**config.mk**
```make
export PLATFORM = sky130hd
export DESIGN_NAME = burst_detector
export DESIGN_NICKNAME = d
export VERILOG_FILES = /design/src/logic/axi_pkg.sv /design/src/logic/mmap_pkg.sv /design/src/logic/burst_detector.sv
export SDC_FILE = /design/constraint.sdc
export NUM_CORES = 1
export LEC_CHECK = 0
export BUFFER_PORTS_ARGS = -buffer_cell sky130_fd_sc_hd__buf_2
export CELL_PAD_IN_SITES_DETAIL_PLACEMENT = 1
export CELL_PAD_IN_SITES_GLOBAL_PLACEMENT = 2
export CORE_MARGIN = 2
export CORE_UTILIZATION = 32
export CTS_CLUSTER_SIZE = 16
export DETAILED_ROUTE_END_ITERATION = 16
export PLACE_DENSITY = 0.78
export SKIP_CTS_REPAIR_TIMING = 1
export SYNTH_ARGS = -nofsm -noshare
export SYNTH_HDL_FRONTEND = slang
export SYNTH_SLANG_ARGS = --single-unit
```
**constraint.sdc**
```tcl
create_clock -name clk -period 7 [get_ports clk]
set_clock_uncertainty 0.1 [all_clocks]
set_input_delay 0.7 -clock clk [delete_from_list [all_inputs] [get_ports clk]]
set_output_delay 0.7 -clock clk [all_outputs]
set_load 0.01 [all_outputs]
```
**src/logic/axi_pkg.sv**
```systemverilog
package axi_pkg;

  // read address channel field types
  typedef logic [7:0] axi_len_t;
  typedef logic [2:0] axi_size_t;
  typedef logic [1:0] axi_burst_t;
  typedef logic [3:0] axi_cache_t;

  // incrementing burst, the only type this port issues
  localparam axi_burst_t burst_incr = 2'b01;

  // bufferable and modifiable, the value the memory controllers accept
  localparam axi_cache_t cache_modifiable = 4'b0011;

endpackage

```
**src/logic/mmap_pkg.sv**
```systemverilog
package mmap_pkg;

  // bus widths of the memory port
  localparam int addr_width = 64;
  localparam int data_width = 512;

  // log2 of bytes per data word, also the AXI beat size
  localparam int data_bytes_log = $clog2(data_width / 8);

  // byte address, or element index before translation
  typedef logic [addr_width-1:0] addr_t;

  // one data word as moved on the R channel
  typedef logic [data_width-1:0] data_t;

  // one inferred burst
  // len holds the beat count minus one, as on arlen
  typedef struct packed {
    addr_t              addr;
    axi_pkg::axi_len_t  len;
  } burst_req_t;

  // counts idle input cycles while a burst is open
  typedef logic [3:0] wait_t;

  // sizes used when the top level is not overridden
  localparam int default_buffer_depth  = 32;
  localparam int default_max_wait_time = 3;
  localparam int default_max_burst_len = 15;

endpackage

```
**src/logic/burst_detector.sv**
```systemverilog
`timescale 1ns/10ps
`default_nettype none

module burst_detector #(
  parameter int max_wait_time = mmap_pkg::default_max_wait_time,
  parameter int max_burst_len = mmap_pkg::default_max_burst_len
) (
  input  logic                clk,
  input  logic                reset,
  input  mmap_pkg::addr_t     offset,
  input  mmap_pkg::addr_t     index,
  input  logic                index_valid,
  output logic                pop,
  output mmap_pkg::burst_req_t burst,
  output logic                burst_write,
  input  logic                burst_full_n
);

  import mmap_pkg::*;
  import axi_pkg::*;

  // one bit wider than arlen so max_burst_len + 1 fits
  localparam int count_width = $bits(axi_len_t) + 1;

  logic                   open;
  addr_t                  start_idx;
  logic [count_width-1:0] count;
  wait_t                  wait_cnt;
  logic                   burst_valid;
  logic                   can_emit;
  logic                   match;
  logic                   full;
  logic                   expired;
  logic                   close;
  logic                   emit;

  always_comb begin
    // output register free now or drained this cycle
    can_emit = !burst_valid || burst_full_n;
    match    = (index == start_idx + addr_t'(count));
    full     = (count == count_width'(max_burst_len + 1));
    expired  = (wait_cnt >= wait_t'(max_wait_time));
    close    = open && (full || expired || (index_valid && !match));
    emit     = close && can_emit;
    // a closing burst stalls the input until it can be handed off
    pop      = index_valid && (!close || can_emit);
  end

  assign burst_write = burst_valid && burst_full_n;

  always_ff @(posedge clk) begin
    if (reset) begin
      open        <= 1'b0;
      count       <= '0;
      wait_cnt    <= '0;
      burst_valid <= 1'b0;
    end else begin
      if (emit) begin
        burst_valid <= 1'b1;
      end else if (burst_full_n) begin
        burst_valid <= 1'b0;
      end

      if (pop) begin
        open     <= 1'b1;
        wait_cnt <= '0;
        // extend the open burst, or start a fresh one
        if (open && !close) begin
          count <= count + 1'b1;
        end else begin
          count <= count_width'(1);
        end
      end else if (emit) begin
        open     <= 1'b0;
        count    <= '0;
        wait_cnt <= '0;
      end else if (open && !close) begin
        wait_cnt <= wait_cnt + 1'b1;
      end
    end
  end

  // start index and outgoing request
  always_ff @(posedge clk) begin
    if (pop && (!open || close)) begin
      start_idx <= index;
    end
    if (emit) begin
      // index to byte address
      burst.addr <= offset + (start_idx << data_bytes_log);
      burst.len  <= axi_len_t'(count - 1'b1);
    end
  end

endmodule

`default_nettype wire

```
==> reports/summary.txt, run 1 <==
drt wl/cell: 19.2 µm
share of layout cells above drive strength 1: 20.1%
RSZ-0062 raised after global routing: false
pwr dens: 204 mW/mm²
crit start category: register
FF-to-FF path depth: 14
global routing's busiest layer: met2
Main synth FF type: edfxtp_1
required time of the critical path: 6200 ps
post-synthesis cell count: 1,074
GRT overflow: 0
clock root buffer: clkbuf_16
CP Class: register to output port
Fin. Hold Viols: 0
# setup viols final: 0
post-DP HPWL: 26,400 µm
critical-path cell list: ha_1 -> fa_1 -> a21oi_1 -> o211ai_1 -> a211oi_2 -> nor3b_1 -> or3_1 -> a2111oi_2 -> nand4_1 -> nor3_2 -> a31o_2 -> nand2_1 -> inv_1 -> buf_2
M1 GR Usage: 25.4%
status: finished clean
Post-layout nets: 1,480
Clock Sinks: 151
Area Overhead vs Synth: 19.6%
leak pwr: 5.05 nW
final period utilization: 80.0%
Site Rows: 66
max_slew headroom: 29.0%
I/O Pins: 206
asr flop ratio synth: 0%
syn_area_per_cell: 9.91 µm²
Antenna Nets Post-Route: 0
commonest non-fill, non-tap cell in the layout: buf_2
vias in the first global route: 9,262
slowest stage cell on the critical path: a211oi_2
worst hold path endpoint: burst[13]
starting density of the core: 32.6%
Worst-Skew Late Latency: 450 ps
Vias/cell: 5.21
DRC Markers: 0
hold_ws: 333 ps
Reg area: 0.00438 mm²
Worst Max-Slew Pin Slew: 1050 ps
commonest non-fill, non-tap cells in the layout: buf_2 (205), edfxtp_1 (136), xnor2_1 (99), nand2_1 (94), a21oi_1 (76)
largest fanout on the critical path: 8
Initial DRC Count: 461
multi-input logic area: 0.00606 mm²
max cap viols: 0
Max clock buf depth: 2
number of enable flip-flop cells after synthesis: 136
Bufs and invs on worst path: 2
Die H: 186 µm
Worst Hold Class: input port to register
Worst path max stage delay: 670 ps
die area: 0.0347 mm²
Worst EP arrival: 4800 ps
final setup TNS: 0 ps
CP endpoint kind: output port
Synth Warn #: 0
Slew Viols, Final: 0
met3 Resource Use GR: 3.35%
Vias: 9,028
first-pass GRT wire length: 52,200 µm
worst reg2reg endpoint: start_idx[7]
Mapped Area: 0.0106 mm²
Clock H-tree levels: 4
GP Congestion: 0.830
Clock Pin Slew Worst Setup and Hold Paths: 60 ps
DRT Pass-1 Iters: 5
FF+latch count, synth: 151
sequential share of the synthesized area: 41.2%
number of CTS-inserted buffers: 17
initial antenna violation count: 2
r2r setup slk: 1490 ps
VDD IR max: 168 µV
GRT Util Overall: 19.2%
Final min period: 5600 ps
CP top delay family: compound AO/OA/AOI/OAI gates
DRT Wirelength: 33,200 µm
Hold Path Depth: 1
Peak Freq: 0.179 GHz
Die W: 186 µm
PortBufs: 205
largest net degree at the start of global routing: 73
worst flop-to-flop path startpoint: start_idx[0]
Core ar.: 0.0326 mm²
met2 Use GR: 32.3%
hold_sp: offset[5]
Netlist cell types: 73
FILL cells: 3,748
Post-Syn Nets: 1,278
CTS tree: yes
## cells by family (layout without fill, tap and decap cells)
logic type,Yosys count,count (layout),share of synthesized area (%)
adder cells (fa/ha/maj),72,72,8.60
AND/OR/NAND/NOR,353,353,17.1
multiplexers,9,9,0.882
AO/OA/AOI/OAI,276,276,17.2
other,0,2,0
XOR/XNOR,157,157,12.9
flip-flops,151,151,41.2
buffers and inverters,56,271,2.03
## power by group
part | switching [mW] | internal, mW | leakage (nW) | total, mW
logic | 0.336 | 0.243 | 3.37 | 0.578
clock network | 0.404 | 0.505 | 0.282 | 0.908
registers | 0.0431 | 1.06 | 1.40 | 1.11
total | 0.782 | 1.81 | 5.05 | 2.59
## how the worst max path moves through the flow
| stage | start | to | slack, ps | depth (start not counted) |
|---|---|---|---|---|
| final | start_idx[0] | pop | 1400 | 14 |
| after global placement | start_idx[0] | start_idx[33] | 1740 | 14 |
| after detailed placement | start_idx[0] | start_idx[26] | 1540 | 14 |
| after CTS | count[0] | pop | 1410 | 14 |
| after floorplan | start_idx[8] | burst[0] | 270 | 13 |
| after global routing | start_idx[0] | pop | 1080 | 14 |
## final cells by class
type	instances	area share, %
multi-input combinational	867	47.6
antenna	2	0.0393
inverter	31	0.914
timing repair buffer	208	8.24
clock inverter	10	0.491
sequential	151	34.4
clock buffer	22	3.90
tap	442	4.34
## metal layers
metal | vias up | wire length [µm]
li1 | 4445 | -
met1 | 4354 | 15400
met2 | 203 | 15900
met3 | 24 | 1450
met4 | 2 | 394
met5 | - | 11
## state kept, by name, indices dropped and copies added, names as in the netlist
signal,flops
start_idx,64
burst,72
open,1
burst_valid,1
count,9
wait_cnt,4
## metrics by stage
| stage | instance area [µm²] | util, % | setup WS (ps) | total power [mW] | cells |
|---|---|---|---|---|---|
| after CTS | 12700 | 39.0 | 1410 | 2.62 | 1731 |
| after floorplan | 10600 | - | 274 | 1.50 | 1074 |
| final | 12700 | 39.0 | 1400 | 2.59 | 1733 |
| after global routing | 12700 | 39.0 | 1080 | 2.72 | 1732 |
| after detailed placement | 12200 | 37.3 | 1540 | 1.71 | 1699 |
| after global placement | 12200 | 37.3 | 1740 | 1.70 | 1699 |
## cells in the mapped netlist, types with 5 or more instances
library cell / instances / area [µm²]
edfxtp_1: 136 / 4080
xnor2_1: 99 / 867
nand2_1: 94 / 353
a21oi_1: 77 / 385
ha_1: 70 / 876
nor2_1: 61 / 229
xor2_1: 58 / 508
o21ai_0: 44 / 220
nand3_1: 42 / 210
a21o_1: 36 / 270
inv_1: 31 / 116
nand4_1: 24 / 150
and3_1: 23 / 144
clkbuf_1: 22 / 82.6
nor4_1: 21 / 131
nor3_1: 20 / 100
o21a_1: 20 / 150
dfxtp_1: 15 / 300
a31oi_1: 12 / 75.1
and2_1: 10 / 62.6
nand2b_1: 10 / 62.6
nor2b_1: 10 / 62.6
o211ai_1: 9 / 67.6
a211oi_1: 8 / 60.1
o21bai_1: 8 / 60.1
mux2i_1: 6 / 60.1
a2111oi_0: 5 / 43.8
nand3b_1: 5 / 37.5
nor3b_1: 5 / 37.5
o31ai_1: 5 / 37.5
or3_1: 5 / 31.3
Note: power is estimated with default switching activity, not from simulation.
==> inputs of run 2 (changes only) <==
==> constraint.sdc (replaced) <==
create_clock -name clk -period 5.1 [get_ports clk]
set_clock_uncertainty 0.1 [all_clocks]
set_input_delay 0.51 -clock clk [delete_from_list [all_inputs] [get_ports clk]]
set_output_delay 0.51 -clock clk [all_outputs]
set_load 0.01 [all_outputs]
==> run 2 against run 1 <==
Critical endpoint unchanged. Sequential power grew 36%. Largest power group unchanged. Setup slack got worse by 1200 ps. Sequential share of layout area down 0.57 points. Total power grew 44%.
==> reports/summary.txt, run 2 (same netlist as run 1, synthesis figures left out) <==
clock root buffer: clkbuf_16
I/O Pins: 206
commonest non-fill, non-tap cell in the layout: buf_2
Antenna Nets Post-Route: 0
# setup viols final: 0
Fin. Hold Viols: 0
post-route insts no fill: 1,742
Core ar.: 0.0326 mm²
slowest stage cell on the critical path: or4b_4
VDD IR max: 237 µV
worst setup margin: 219 ps
CP Class: register to output port
Reg power frac: 40.7%
DRT Wirelength: 33,500 µm
Max clock buf depth: 2
Gate power share: 21.7%
crit start category: register
Die W: 186 µm
Site Rows: 66
Worst EP arrival: 4270 ps
Vias: 9,181
post-DP HPWL: 26,700 µm
commonest non-fill, non-tap cells in the layout: buf_2 (205), edfxtp_1 (136), xnor2_1 (99), nand2_1 (94), a21oi_1 (75)
Bufs and invs on worst path: 2
pre-CTS setup slack: 289 ps
Peak Freq: 0.205 GHz
largest net degree at the start of global routing: 73
number of flip-flops in the largest register: 72
CTS tree: yes
DRT Pass-1 Iters: 4
DRC Markers: 0
largest fanout on the critical path: 10
FILL cells: 3,739
final period utilization: 95.7%
largest register by flop count: burst
pwr dens: 288 mW/mm²
Clock Sinks: 151
fin util: 39.7%
Die H: 186 µm
top flop regs: burst (72), start_idx (64), count (9)
Clock Pin Slew Worst Setup and Hold Paths: 70 ps
Worst Hold Class: input port to register
CP endpoint kind: output port
Initial DRC Count: 442
critical-path cell list: ha_1 -> o2111a_1 -> and4bb_2 -> or4b_4 -> nor4_2 -> xnor2_1 -> o211ai_1 -> nor4_1 -> and4_1 -> a31o_2 -> nand2_1 -> inv_1 -> buf_2
die area: 0.0347 mm²
PortBufs: 205
starting density of the core: 32.6%
GRT overflow: 0
Area Overhead vs Synth: 21.6%
Vias/cell: 5.27
RSZ-0062 raised after global routing: false
Inst Count DP: 1,708
status: finished clean
Clock H-tree levels: 4
initial antenna violation count: 1
Worst-Skew Late Latency: 450 ps
CP top delay family: simple AND/OR/NAND/NOR gates
Final min period: 4880 ps
GRT Util Overall: 19.1%
Slew Viols, Final: 0
switching power of the nets: 1.08 mW
Post-layout nets: 1,490
leak pwr: 5.15 nW
Sw Share: 29.0%
Clock Power Share: 37.6%
vias in the first global route: 9,279
Worst Max-Slew Pin Slew: 715 ps
final setup TNS: 0 ps
Int Power: 2.64 mW
number of CTS-inserted buffers: 17
max cap viols: 0
Worst path max stage delay: 590 ps
max_slew headroom: 51.8%
required time of the critical path: 4490 ps
share of layout cells above drive strength 1: 21.3%
first-pass GRT wire length: 52,100 µm
Final Total Pwr: 3.72 mW
drt wl/cell: 19.3 µm
GP Congestion: 0.885
run 2: per-stage QoR:
stage                     hold slack [ps]  area, µm²
after floorplan                       345      10700
after global placement                365      12300
after detailed placement              368      12300
after CTS                             117      12900
after global routing                  121      12900
final                                 138      12900
run 2: routing by layer:
layer / part of all wire (%) / track usage [%] / routed length, µm
met1: 48 / 26.0 / 16100
met2: 47 / 31.7 / 15800
met3: 3.6 / 3.20 / 1220
met4: 1.1 / 4.37 / 385
met5: 0.048 / 0 / 16
run 2: path summary, 6_finish.rpt:
check / cells after the start / start / slack (ps) / to
max: 13 / start_idx[8] / 220 / pop
min: 1 / offset[3] / 140 / burst[11]
max reg2reg: 13 / start_idx[8] / 490 / start_idx[3]
min reg2reg: 1 / wait_cnt[2] / 390 / wait_cnt[2]
run 2: layout make-up:
cell class	instances	area, µm²	share of cell area (%)
inverter	31	116	0.899
clock inverter	11	173	1.33
sequential	151	4390	33.9
timing repair buffer	218	1150	8.87
clock buffer	21	460	3.56
multi-input combinational	867	6110	47.2
antenna	1	2.50	0.0193
tap	442	553	4.27
run 2: power groups by stage:
stage               combinational, mW  clock (mW)  sequential, mW
global route                    0.895        1.48            1.52
CTS                             0.815        1.43            1.52
detailed placement              0.809           0            1.54
global placement                0.798           0            1.54
floorplan                       0.521           0            1.54
finish                          0.809        1.40            1.51
==> inputs of run 3 (changes only) <==
--- a/config.mk
+++ b/config.mk
@@ -10,8 +10,10 @@
 export CELL_PAD_IN_SITES_GLOBAL_PLACEMENT = 2
 export CORE_MARGIN = 2
 export CORE_UTILIZATION = 32
+export CTS_CLUSTER_DIAMETER = 120
 export CTS_CLUSTER_SIZE = 16
 export DETAILED_ROUTE_END_ITERATION = 16
+export GPL_TIMING_DRIVEN = 0
 export PLACE_DENSITY = 0.78
 export SKIP_CTS_REPAIR_TIMING = 1
 export SYNTH_ARGS = -nofsm -noshare
==> run 3 against run 2 <==
Non-clock buffer count grew 32. Setup slack got worse by 38 ps. Sequential share of layout area is 0.82 points lower. Worst hold slack got worse by 2.3 ps. Design area increased by 2.5%. Combinational power rose by 0.9%. Sequential power about the same. Die area is the same. Routed wire length is 0.17% higher. Sequential cell count stayed put. Critical path type unchanged.
==> reports/summary.txt, run 3 (same netlist as run 1, synthesis figures left out) <==
starting density of the core: 32.6%
Inst Count DP: 1,725
Reg area: 0.00438 mm²
top flop regs: burst (72), start_idx (64), count (9)
Clock Pin Slew Worst Setup and Hold Paths: 70 ps
switching power of the nets: 1.08 mW
Antenna Nets Post-Route: 0
CTS tree: yes
worst reg2reg endpoint: burst[42]
Die W: 186 µm
Reg power frac: 39.7%
Fin. Hold Viols: 0
Die H: 186 µm
post-place instance area: 0.0123 mm²
GP Congestion: 0.858
Worst Hold Class: input port to register
commonest non-fill, non-tap cell in the layout: buf_2
Sw Share: 28.4%
first-pass GRT wire length: 51,900 µm
met3 Resource Use GR: 3.65%
Worst-Skew Late Latency: 460 ps
global routing's busiest layer: met2
number of CTS-inserted buffers: 17
Clock H-tree levels: 4
DRC Markers: 0
PortBufs: 205
FILL cells: 3,720
Clock Sinks: 151
Vias: 9,153
share of layout cells above drive strength 1: 22.1%
Hold Path Depth: 1
GRT Util Overall: 19.0%
hold_sp: offset[3]
CP endpoint kind: output port
DRT Wirelength: 33,600 µm
hold_ws: 136 ps
Worst Max-Slew Pin Slew: 858 ps
leak pwr: 5.30 nW
number of flip-flops in the largest register: 72
Vias/cell: 5.16
largest fanout on the critical path: 10
initial antenna violation count: 1
Area Overhead vs Synth: 24.6%
final period utilization: 96.5%
Slew Viols, Final: 0
GRT overflow: 0
vias in the first global route: 9,469
largest register by flop count: burst
status: finished clean
post-route cell area: 0.0133 mm²
diodes inserted: 0
Worst EP arrival: 4310 ps
Gate power share: 21.4%
FF-to-FF path depth: 15
Peak Freq: 0.203 GHz
Initial DRC Count: 413
post-route insts no fill: 1,774
Clock Power Share: 38.9%
r2r setup slk: 340 ps
met2 Use GR: 32.3%
Core ar.: 0.0326 mm²
multi-input logic area: 0.00620 mm²
largest net degree at the start of global routing: 35
Int Power: 2.73 mW
pwr dens: 287 mW/mm²
I/O Pins: 206
max_slew headroom: 41.3%
worst flop-to-flop path startpoint: start_idx[8]
worst hold path endpoint: burst[11]
post-DP HPWL: 26,400 µm
Max clock buf depth: 2
die area: 0.0347 mm²
clock root buffer: clkbuf_16
required time of the critical path: 4490 ps
DRT Pass-1 Iters: 6
crit start category: register
Final min period: 4920 ps
Post-layout nets: 1,523
commonest non-fill, non-tap cells in the layout: buf_2 (207), edfxtp_1 (136), xnor2_1 (98), nand2_1 (93), a21oi_1 (75)
M1 GR Usage: 24.9%
max cap viols: 0
Site Rows: 66
CP Class: register to output port
# setup viols final: 0
drt wl/cell: 18.9 µm
VDD IR max: 221 µV
## run 3: through the flow
| stage | utilization, % | setup WS, ps | power (mW) | TNS, ps |
|---|---|---|---|---|
| after detailed placement | 37.8 | -1010 | 2.35 | -104580 |
| after global routing | 40.7 | -6.23 | 3.99 | -6.23 |
| after CTS | 39.9 | -1060 | 3.84 | -111390 |
| final | 40.7 | 181 | 3.81 | 0 |
| after floorplan | - | 188 | 2.06 | 0 |
| after global placement | 37.5 | -1690 | 2.32 | -201110 |
## run 3: how the worst max path moves through the flow
stage	from	endpoint	slack, ps	depth (start not counted)
3_5_place_dp	start_idx[0]	start_idx[33]	-1010	15
5_1_grt	start_idx[0]	pop	-6	15
4_1_cts	start_idx[0]	start_idx[33]	-1060	15
6_report	start_idx[8]	pop	180	14
2_1_floorplan	start_idx[0]	start_idx[0]	190	14
3_3_place_gp	start_idx[0]	start_idx[33]	-1690	14
## run 3: layer usage
metal  vias to the layer above  share of wire, %
met3                        28               3.9
met4                         0               1.2
li1                       4523                 -
met2                       174                48
met1                      4428                47
met5                         -                 0
## run 3: critical path, cell delays in order, from the launching register on
cell and delay, ps:
edfxtp_1 450, ha_4 330, o2111a_2 250, and4bb_4 300, or4b_1 450, clkbuf_4 230, nor3_1 240, xnor2_1 150
nor4_2 320, nand4_1 220, nor3_4 300, a31o_2 250, nand2_2 140, inv_1 90, buf_2 120
## run 3: cell type report
| class | count | area share, % |
|---|---|---|
| inverter | 31 | 0.877 |
| multi-input combinational | 868 | 46.8 |
| clock buffer | 19 | 3.34 |
| clock inverter | 13 | 1.71 |
| timing repair buffer | 225 | 9.33 |
| tap | 442 | 4.17 |
| buffer | 25 | 0.783 |
| sequential | 151 | 33.0 |
## run 3: power groups by stage
stage               clock network (mW)  registers (mW)  logic [mW]
floorplan                            0            1.54       0.521
global placement                     0            1.54       0.782
detailed placement                   0            1.54       0.805
CTS                               1.52            1.51       0.813
global route                      1.56            1.52       0.909
finish                            1.48            1.51       0.816
